===== config.mk =====
export PLATFORM = sky130hd
export DESIGN_NAME = yuv_saturation_top
export DESIGN_NICKNAME = d
export VERILOG_FILES = /design/src/hdl/image_pkg.sv /design/src/hdl/yuv_saturation_top.sv /design/src/hdl/color_saturation.sv /design/src/hdl/saturation_settings.sv /design/src/hdl/dot_product3.sv
export SDC_FILE = /design/constraint.sdc
export NUM_CORES = 1
export LEC_CHECK = 0
export ABC_AREA = 1
export ABC_CLOCK_PERIOD_IN_PS = 17600
export BUFFER_PORTS_ARGS = -buffer_cell sky130_fd_sc_hd__buf_2
export CORE_MARGIN = 4
export CORE_UTILIZATION = 40
export DETAILED_ROUTE_END_ITERATION = 8
export PLACE_DENSITY = 0.58
export SLEW_MARGIN = 15
export SYNTH_ARGS = -nofsm -noshare
export SYNTH_HDL_FRONTEND = slang
export SYNTH_SLANG_ARGS = --single-unit

===== constraint.sdc =====
create_clock -name clk -period 17.6 [get_ports clk]
set_clock_uncertainty 0.1 [all_clocks]
set_input_delay 3.52 -clock clk [delete_from_list [all_inputs] [get_ports clk]]
set_output_delay 3.52 -clock clk [all_outputs]
set_load 0.01 [all_outputs]

===== src/hdl/image_pkg.sv =====
`default_nettype none

package image_pkg;

   // stream word widths
   localparam int PIXEL_WIDTH    = 8;
   localparam int STRENGTH_WIDTH = 8;
   localparam int COEFF_WIDTH    = 8;
   localparam int DTYPE_WIDTH    = 4;
   localparam int META_WIDTH     = 16;

   // y-term coefficient format is s1.6
   localparam int COEFF_FRAC_BITS = 6;

   // dot product operand and sum widths
   // samples grow by one bit so luma can be treated as signed
   localparam int SAMPLE_WIDTH   = PIXEL_WIDTH + 1;
   localparam int DP_COEFF_WIDTH = STRENGTH_WIDTH + COEFF_WIDTH;
   // two guard bits cover the sum of three products
   localparam int DP_SUM_WIDTH   = SAMPLE_WIDTH + DP_COEFF_WIDTH + 2;
   // fraction bits left in the dot product after strength scaling
   localparam int Y_FRAC_BITS    = COEFF_FRAC_BITS + STRENGTH_WIDTH;

   // chroma gain 1.0 + 3*strength, needs two integer bits
   localparam int GAIN_WIDTH        = STRENGTH_WIDTH + 2;
   // signed chroma times zero-extended gain
   localparam int CHROMA_PROD_WIDTH = PIXEL_WIDTH + GAIN_WIDTH + 1;

   typedef logic        [PIXEL_WIDTH-1:0]    luma_t;
   typedef logic signed [PIXEL_WIDTH-1:0]    chroma_t;
   typedef logic        [STRENGTH_WIDTH-1:0] strength_t;
   typedef logic        [DTYPE_WIDTH-1:0]    dtype_t;
   typedef logic        [META_WIDTH-1:0]     meta_t;

   // data-type codes carried on dtype
   localparam dtype_t DTYPE_FRAME_START = 4'd1;
   localparam dtype_t DTYPE_FRAME_END   = 4'd2;
   localparam dtype_t DTYPE_LINE_START  = 4'd3;
   localparam dtype_t DTYPE_LINE_END    = 4'd4;
   localparam dtype_t DTYPE_PIXEL       = 4'd8;

   // yuv form of the rgb saturation matrix, y row
   // 1.0 for the luma term
   localparam logic signed [COEFF_WIDTH-1:0] Y_COEFF_BASE = 8'sd64;
   // -1.39, scaled by strength for u
   localparam logic signed [COEFF_WIDTH-1:0] Y_COEFF_U    = -8'sd89;
   // -0.67, scaled by strength for v
   localparam logic signed [COEFF_WIDTH-1:0] Y_COEFF_V    = -8'sd43;

endpackage

`default_nettype wire

===== src/hdl/yuv_saturation_top.sv =====
`timescale 1ns/10ps
`default_nettype none

// saturation stage of the camera pipeline
// one cycle latency, one word per cycle, no back-pressure
module yuv_saturation_top (
   input  wire                        clk,
   input  wire                        resetb,
   input  wire image_pkg::strength_t  strength,
   input  wire                        enable,
   input  wire                        dvi,
   input  wire image_pkg::dtype_t     dtypei,
   input  wire image_pkg::luma_t      yi,
   input  wire image_pkg::chroma_t    ui,
   input  wire image_pkg::chroma_t    vi,
   input  wire image_pkg::meta_t      meta_datai,
   output logic                       dvo,
   output image_pkg::dtype_t          dtypeo,
   output image_pkg::luma_t           yo,
   output image_pkg::chroma_t         uo,
   output image_pkg::chroma_t         vo,
   output image_pkg::meta_t           meta_datao
);

   import image_pkg::*;

   // settings latched on frame start
   strength_t active_strength;
   logic      active_enable;

   saturation_settings settings (
      .clk             (clk),
      .resetb          (resetb),
      .dvi             (dvi),
      .dtypei          (dtypei),
      .strength        (strength),
      .enable          (enable),
      .active_strength (active_strength),
      .active_enable   (active_enable)
   );

   color_saturation saturation (
      .clk             (clk),
      .resetb          (resetb),
      .active_enable   (active_enable),
      .active_strength (active_strength),
      .dvi             (dvi),
      .dtypei          (dtypei),
      .yi              (yi),
      .ui              (ui),
      .vi              (vi),
      .meta_datai      (meta_datai),
      .dvo             (dvo),
      .dtypeo          (dtypeo),
      .yo              (yo),
      .uo              (uo),
      .vo              (vo),
      .meta_datao      (meta_datao)
   );

endmodule

`default_nettype wire


===== src/hdl/color_saturation.sv =====
`timescale 1ns/10ps
`default_nettype none

// colour saturation in yuv space
// the rgb matrix collapses so only y needs a dot product
// u and v each take a single gain of 1 + 3*strength
module color_saturation (
   input  wire                        clk,
   input  wire                        resetb,
   input  wire                        active_enable,
   input  wire image_pkg::strength_t  active_strength,
   input  wire                        dvi,
   input  wire image_pkg::dtype_t     dtypei,
   input  wire image_pkg::luma_t      yi,
   input  wire image_pkg::chroma_t    ui,
   input  wire image_pkg::chroma_t    vi,
   input  wire image_pkg::meta_t      meta_datai,
   output logic                       dvo,
   output image_pkg::dtype_t          dtypeo,
   output image_pkg::luma_t           yo,
   output image_pkg::chroma_t         uo,
   output image_pkg::chroma_t         vo,
   output image_pkg::meta_t           meta_datao
);

   import image_pkg::*;

   // floor of prod/256 clamped into -128..127
   function automatic chroma_t clamp_chroma(
      input logic signed [CHROMA_PROD_WIDTH-1:0] prod
   );
      logic signed [CHROMA_PROD_WIDTH-STRENGTH_WIDTH-1:0] whole;
      whole = prod[CHROMA_PROD_WIDTH-1:STRENGTH_WIDTH];
      // in range when the bits above bit 7 all match the sign
      if (!whole[$bits(whole)-1] && (|whole[$bits(whole)-2:PIXEL_WIDTH-1])) begin
         clamp_chroma = 8'sh7f;
      end else if (whole[$bits(whole)-1] && !(&whole[$bits(whole)-2:PIXEL_WIDTH-1])) begin
         clamp_chroma = 8'sh80;
      end else begin
         clamp_chroma = whole[PIXEL_WIDTH-1:0];
      end
   endfunction

   logic signed [SAMPLE_WIDTH-1:0]      y_ext;
   logic signed [SAMPLE_WIDTH-1:0]      u_ext;
   logic signed [SAMPLE_WIDTH-1:0]      v_ext;
   logic signed [DP_COEFF_WIDTH-1:0]    coeff_y;
   logic signed [DP_COEFF_WIDTH-1:0]    coeff_u;
   logic signed [DP_COEFF_WIDTH-1:0]    coeff_v;
   logic signed [DP_SUM_WIDTH-1:0]      y_sum;
   luma_t                               y_sat;
   logic        [GAIN_WIDTH-1:0]        uv_gain;
   logic signed [CHROMA_PROD_WIDTH-1:0] u_prod;
   logic signed [CHROMA_PROD_WIDTH-1:0] v_prod;
   logic                                do_sat;

   // grow by one bit, luma gets a zero sign bit
   assign y_ext = {1'b0, yi};
   assign u_ext = {ui[PIXEL_WIDTH-1], ui};
   assign v_ext = {vi[PIXEL_WIDTH-1], vi};

   // y row coefficients with 14 fraction bits
   // base is 1.0 moved up past the strength fraction
   assign coeff_y = {Y_COEFF_BASE, {STRENGTH_WIDTH{1'b0}}};
   assign coeff_u = Y_COEFF_U * $signed({1'b0, active_strength});
   assign coeff_v = Y_COEFF_V * $signed({1'b0, active_strength});

   dot_product3 y_dot_product (
      .a0 (y_ext),
      .a1 (u_ext),
      .a2 (v_ext),
      .b0 (coeff_y),
      .b1 (coeff_u),
      .b2 (coeff_v),
      .y  (y_sum)
   );

   // clamp luma to 0..255, dropping the fraction rounds down
   always_comb begin
      if (y_sum[DP_SUM_WIDTH-1]) begin
         y_sat = '0;
      end else if (|y_sum[DP_SUM_WIDTH-2:Y_FRAC_BITS+PIXEL_WIDTH]) begin
         y_sat = '1;
      end else begin
         y_sat = y_sum[Y_FRAC_BITS +: PIXEL_WIDTH];
      end
   end

   // chroma gain 3*strength + 1.0, at most 1021/256
   assign uv_gain = GAIN_WIDTH'(3 * active_strength) + GAIN_WIDTH'(1 << STRENGTH_WIDTH);

   // gain is unsigned, so pad a zero before the signed multiply
   assign u_prod = ui * $signed({1'b0, uv_gain});
   assign v_prod = vi * $signed({1'b0, uv_gain});

   // only pixels are touched, and only while enabled
   assign do_sat = active_enable && (dtypei == DTYPE_PIXEL);

   always_ff @(posedge clk or negedge resetb) begin
      if (!resetb) begin
         dvo        <= 1'b0;
         dtypeo     <= '0;
         yo         <= '0;
         uo         <= '0;
         vo         <= '0;
         meta_datao <= '0;
      end else begin
         // fields register every cycle, valid just follows
         dvo        <= dvi;
         dtypeo     <= dtypei;
         meta_datao <= meta_datai;
         yo         <= do_sat ? y_sat : yi;
         uo         <= do_sat ? clamp_chroma(u_prod) : ui;
         vo         <= do_sat ? clamp_chroma(v_prod) : vi;
      end
   end

endmodule

`default_nettype wire


===== src/hdl/saturation_settings.sv =====
`timescale 1ns/10ps
`default_nettype none

// holds the strength and enable used by the datapath
// software may change the requested levels at any time, but they only
// reach the datapath on a frame start, so a picture is never split
module saturation_settings (
   input  wire                        clk,
   input  wire                        resetb,
   input  wire                        dvi,
   input  wire image_pkg::dtype_t     dtypei,
   input  wire image_pkg::strength_t  strength,
   input  wire                        enable,
   output image_pkg::strength_t       active_strength,
   output logic                       active_enable
);

   import image_pkg::*;

   logic frame_start;

   // only a valid word counts as a frame start
   assign frame_start = dvi && (dtypei == DTYPE_FRAME_START);

   // load on the frame-start edge
   // the frame-start word itself still sees the old values
   always_ff @(posedge clk or negedge resetb) begin
      if (!resetb) begin
         // saturation off until the first frame start
         active_strength <= '0;
         active_enable   <= 1'b0;
      end else if (frame_start) begin
         active_strength <= strength;
         active_enable   <= enable;
      end
   end

endmodule

`default_nettype wire


===== src/hdl/dot_product3.sv =====
`timescale 1ns/10ps
`default_nettype none

// signed three-term dot product, purely combinational
// shared with the colour-matrix stages
module dot_product3 (
   input  wire signed [image_pkg::SAMPLE_WIDTH-1:0]   a0,
   input  wire signed [image_pkg::SAMPLE_WIDTH-1:0]   a1,
   input  wire signed [image_pkg::SAMPLE_WIDTH-1:0]   a2,
   input  wire signed [image_pkg::DP_COEFF_WIDTH-1:0] b0,
   input  wire signed [image_pkg::DP_COEFF_WIDTH-1:0] b1,
   input  wire signed [image_pkg::DP_COEFF_WIDTH-1:0] b2,
   output logic signed [image_pkg::DP_SUM_WIDTH-1:0]  y
);

   import image_pkg::*;

   // products at full sum width so nothing wraps
   logic signed [DP_SUM_WIDTH-1:0] prod0;
   logic signed [DP_SUM_WIDTH-1:0] prod1;
   logic signed [DP_SUM_WIDTH-1:0] prod2;

   // operands are sign extended to the result width
   assign prod0 = a0 * b0;
   assign prod1 = a1 * b1;
   assign prod2 = a2 * b2;

   // two guard bits hold the worst-case sum
   assign y = prod0 + prod1 + prod2;

endmodule

`default_nettype wire


==> results of run 1 <==
worst max-delay path, delay by kind of cell (launching register included):
family / cells / cell delay, ns
XOR/XNOR: 1 / 0.26
adder cells (fa/ha/maj): 12 / 5.49
AO/OA/AOI/OAI: 2 / 0.37
buffers and inverters: 9 / 0.71
flip-flops: 1 / 0.81
AND/OR/NAND/NOR: 14 / 2.25
logic make-up (layout without fill, tap and decap cells):
family,Yosys count,count (layout)
adder cells (fa/ha/maj),624,624
AO/OA/AOI/OAI,131,131
XOR/XNOR,33,33
AND/OR/NAND/NOR,965,965
flip-flops,54,54
multiplexers,1,1
buffers and inverters,795,857
cell usage in the layout (no fill, tap or decap), drive strengths merged, types with 12 or more instances in the layout:
cell type and count:
dfrtp 54, nand3 60, nor2 262, buf 104, nand2 600, fa 386
o21ai 27, xor2 21, or2 18, inv 737, xnor2 12, a21oi 85
ha 238
registers in the layout, indices dropped and copies added, names as in the netlist:
register and flops:
settings.active_enable 1, saturation.dtypeo 4, saturation.meta_datao 16, saturation.yo 8, saturation.vo 8, saturation.dvo 1, settings.active_strength 8, saturation.uo 8
layer usage:
metal | track usage [%] | part of all wire (%) | up-vias
met2 | 37.44 | 49 | 353
met1 | 27.48 | 44 | 7718
li1 | - | - | 7635
met5 | 0 | 0 | -
met4 | 6.034 | 3.2 | 0
met3 | 2.289 | 3.7 | 88
cell type report:
| class | instances | area [sq um] | share of cell area, % |
|---|---|---|---|
| clock inverters | 3 | 28.78 | 0.1343 |
| inverters | 745 | 2796 | 13.05 |
| well taps | 664 | 830.8 | 3.876 |
| clock buffers | 5 | 125.1 | 0.5837 |
| repair buffers | 104 | 530.5 | 2.475 |
| multi-input cells | 1754 | 15770 | 73.58 |
| flip-flops and latches | 54 | 1351 | 6.304 |
per-stage QoR:
step                setup slack, ns  cells  cell area [sq um]  util (%)  hold slack (ns)
finish                        7.509   3329              21430     43.43           0.4199
global route                  6.772   3329              21430     43.43           0.4366
CTS                           7.489   3329              21430     43.43           0.4224
detailed placement            7.191   3321              21280     43.12           0.3985
global placement              7.294   3321              21280     43.12           0.3988
floorplan                     8.401   2603              20140         -           0.3796
worst paths after layout:
| path | endpoint | start |
|---|---|---|
| setup / recovery | saturation.yo[6]$_DFF_PN0_ | settings.active_strength[1]$_DFFE_PN0P_ |
| hold / removal | settings.active_enable$_DFFE_PN0P_ | settings.active_enable$_DFFE_PN0P_ |
| setup reg to reg | saturation.yo[6]$_DFF_PN0_ | settings.active_strength[1]$_DFFE_PN0P_ |
| hold reg to reg | settings.active_enable$_DFFE_PN0P_ | settings.active_enable$_DFFE_PN0P_ |
| max in group asynchronous | saturation.yo[5]$_DFF_PN0_ | resetb |
| min in group asynchronous | saturation.vo[4]$_DFF_PN0_ | resetb |
==> metrics.md, run 1 <==
| Metric | Value |
|---|---|
| CP arrival | 10.23 ns |
| Fin. max-slew vios | 0 |
| I/O Buffers | 100 |
| Inserted Diodes | 0 |
| Mux share of post-synthesis cell area | 0.05591% |
| Initial antenna violation count | 0 |
| Area growth syn-to-layout | 6.424% |
| Die width | 232.4 microns |
| Most common cell in the netlist | inv_1 |
| Max incr delay on CP | 0.81 ns |
| Worst Setup End Kind | flip-flop |
| Syn Std Cell Area | 20140 sq um |
| Die ar. | 54010 sq um |
| Status | completed |
| Fin crit period | 10.09 ns |
| Clk Latency, worst-skew pair | 0.35 ns |
| Nets@finish | 3344 |
| Yosys top cell by area | fa_1 |
| Global Route Usage Sum | 21.16% |
| Yosys Warn Count | 0 |
| Reg clk slew, reported paths | 0.10 ns |
| Num ports | 101 |
| Hold Path Class | flip-flop to flip-flop |
| WP data required | 17.74 ns |
| Reg2reg path depth | 38 |
| Drt drc | 0 |
| Slew HR | 33.17% |
| Via count | 15.79k |
| GR Overflow Total | 0 |
| Post-Route WL | 54.18 mm |
| Top cell type's share of synthesized area | 38.37% |
| Vias in the first global route | 17.16k |
| Largest family of logic cells by synthesized area | adder cells |
| Post-CTS setup buffer count | 0 |
| Die Y | 232.4 microns |
| Pin count of the biggest net entering global routing | 55 |
| FF+latch count, synth | 54 |
| Number of hold buffers added after cts | 0 |
| Worst setup SP type | flip-flop |
| Clock Tree Root | clkbuf_16 |
| Vias per inst | 4.744 |
| Setup Viol. Count Final | 0 |
| Global-route wire length before repair | 90.04 mm |
| Yosys cell types | 46 |
| Clk sink count | 54 |
| Post-synthesis adder-cell area fraction | 53.15% |
| Crit path max fanout | 13 |
| Remaining antenna violation count | 0 |
| CP max-delay cell | dfrtp_1 |
| Synth Area in Compound Gates | 3.671% |
| EDFF count, synth | 0 |
| Synthesized Nets | 3283 |
| Fill cells | 5146 |
| Seq/Total Area, Yosys | 6.709% |
| Max Freq | 99.10 MHz |
| CTS H-tree lvls | 2 |
| Clk buf depth | 2 |
| Synth top cells by count | inv_1 (723), nand2_1 (576), fa_1 (386) |
| Initial DRC Count | 849 |
| CTS tree | yes |
| DP HPWL | 47.62 mm |
| Critical path type | flip-flop to flip-flop |
| Layout cells sized above 1 | 7.617% |
| Core area | 49360 sq um |
| DRT Pass-1 Iters | 5 |
| Post-CTS sizing | 0 |
| Final hold violation count | 0 |
| Hold depth | 1 |
| FFs w/ async S/R, synth | 100.0% |
| Top cells by area, synth | fa_1 (38%), ha_1 (15%), inv_1 (13%) |
| Least-Margin Pin Slew | 0.9988 ns |
| Period utilization | 57.33% |
| # rows | 81 |
| R2R setup slack | 7.51 ns |
| Max-Cap Viols | 0 |
| Num CTS Buffers | 5 |
| Ys flop type | dfrtp_1 |
| Post-DR wirelength/cell | 16.28 microns |
| Routability congestion estimate | 0.9313 |
| Simple-gate portion of the synthesized area | 19.84% |
| Initial Util | 40.81% |
| Synth Instances | 2603 |
| RSZ-0062 raised after global routing | no |
| Synth Area in XOR/XNOR | 1.584% |
| Final setup TNS | 0 ns |
| Syn_area_per_cell | 7.737 sq um |
Power of run 1 is not shown: default switching activity piles up to over one toggle a cycle in this logic, so the estimate is an artifact.
==> run 2, diff against run 1 <==
- ABC_CLOCK_PERIOD_IN_PS: 17600 -> 8850
- PLACE_DENSITY: 0.58 -> 0.6
- clock period: 17.6 -> 8.85 ns (I/O delays scaled with it)
==> metrics.md, run 2 (synthesis gave the netlist of run 1 again) <==
| Metric | Value |
|---|---|
| Status | completed |
| Nets@finish | 3425 |
| Max reg flops | 16 |
| Most flops, register | saturation.meta_datao |
| Die width | 232.4 microns |
| Reg clk slew, reported paths | 0.09 ns |
| Initial antenna violation count | 0 |
| Crit path top cell by count | fa_1 |
| Layout cells sized above 1 | 15.11% |
| Initial DRC Count | 954 |
| Inserted Diodes | 0 |
| Commonest non-fill, non-tap cells in the layout | inv_1 (708), nand2_1 (556), fa_1 (367), nor2_1 (219), ha_1 (211) |
| CP max-delay cell | fa_1 |
| Hold Path Class | flip-flop to flip-flop |
| Vias per inst | 4.788 |
| Clk Latency, worst-skew pair | 0.32 ns |
| Worst Setup End Kind | flip-flop |
| Clock Tree Root | clkbuf_16 |
| Critical path type | flip-flop to flip-flop |
| Worst setup SP type | flip-flop |
| CTS tree | yes |
| DRT Pass-1 Iters | 7 |
| Clk sink count | 54 |
| Remaining antenna violation count | 0 |
| Max Freq | 115.9 MHz |
| Max-Cap Viols | 0 |
| Slew HR | 35.94% |
| RSZ-0062 raised after global routing | yes |
| Die Y | 232.4 microns |
| Final setup TNS | 0 ns |
| Period utilization | 97.49% |
| Area growth syn-to-layout | 13.00% |
| Num CTS Buffers | 5 |
| Clk buf depth | 2 |
| I/O Buffers | 100 |
| Num ports | 101 |
| Global Route Usage Sum | 21.37% |
| Routability congestion estimate | 0.9355 |
| Global-route wire length before repair | 91.94 mm |
| Post-DR wirelength/cell | 16.35 microns |
| Initial Util | 40.81% |
| CP arrival | 8.76 ns |
| Pin count of the biggest net entering global routing | 55 |
| CTS H-tree lvls | 2 |
| Max incr delay on CP | 0.61 ns |
| Vias in the first global route | 17.60k |
| GR Overflow Total | 0 |
| Via count | 16.33k |
| # rows | 81 |
| Crit path max fanout | 8 |
| Final hold violation count | 0 |
| Fin crit period | 8.628 ns |
| Commonest non-fill, non-tap cell in the layout | inv_1 |
| Least-Margin Pin Slew | 0.9598 ns |
| Core area | 49360 sq um |
| WP data required | 8.98 ns |
| Setup Viol. Count Final | 0 |
| Fin. max-slew vios | 0 |
| Number of hold buffers added after cts | 0 |
| Post-Route WL | 55.75 mm |
| Drt drc | 0 |
| Die ar. | 54010 sq um |
| DP HPWL | 48.22 mm |
==> run 2: cell types whose count changed in the layout (fill, tap and decap cells not counted), sizes merged <==
cell | before | now
clkinvlp | 0 | 1
inv | 737 | 736
buf | 104 | 185
==> run 2: stage by stage <==
stage	util, %	cells	area, sq um	setup WS (ns)	hold WS, ns
after floorplan	-	2603	20140	0.05065	0.3796
after global placement	44.03	3379	21730	0.1077	0.3925
after detailed placement	44.03	3379	21730	-0.01598	0.3974
after CTS	44.37	3388	21900	0.007564	0.4166
after global routing	46.11	3410	22760	-0.1367	0.4403
final	46.11	3410	22760	0.2221	0.4166
==> run 2: repair_timing <==
action                     4_1_cts  5_1_grt
cloned                           0        0
pin swaps                        1       57
gates resized for setup          4      157
setup endpoints to repair        8        8
setup buffers                    1       22
==> run 2: layout make-up <==
type,instances,area (sq um)
Inverter,745,2805
Fill cell,4954,26600
Timing Repair Buffer,185,1186
Clock inverter,3,28.78
Multi-Input combinational cell,1754,16430
Clock buffer,5,125.1
Sequential cell,54,1354
Tap cell,664,830.8
==> run 2: routing by layer <==
layer  track usage [%]  part of all wire [%]  wire, microns
met3             2.277                   4.4           2433
met5                 0                     0              0
met4             3.718                   2.1           1184
met1             28.12                    44          24410
met2             38.60                    50          27720
==> run 2: critical path, delay by kind of cell (launching register included) <==
family / cells / cell delay, ns
fa+ha+maj: 12 / 5.54
simple gates: 19 / 1.68
flops: 1 / 0.44
compound gates: 3 / 0.42
buf+inv: 6 / 0.35
==> run 2: path summary, 6_finish.rpt <==
path                                                    startpoint                                 endpoint  slack [ns]  cells after the start
max                        settings.active_strength[5]$_DFFE_PN0P_               saturation.yo[1]$_DFF_PN0_        0.22                     40
min                             settings.active_enable$_DFFE_PN0P_       settings.active_enable$_DFFE_PN0P_        0.42                      1
max reg2reg                settings.active_strength[5]$_DFFE_PN0P_               saturation.yo[1]$_DFF_PN0_        0.22                     40
min reg2reg                     settings.active_enable$_DFFE_PN0P_       settings.active_enable$_DFFE_PN0P_        0.42                      1
max in group asynchronous                                   resetb  settings.active_strength[5]$_DFFE_PN0P_        6.62                      2
min in group asynchronous                                   resetb      saturation.meta_datao[11]$_DFF_PN0_        1.49                      2
Power of run 2 is left out for the same reason.
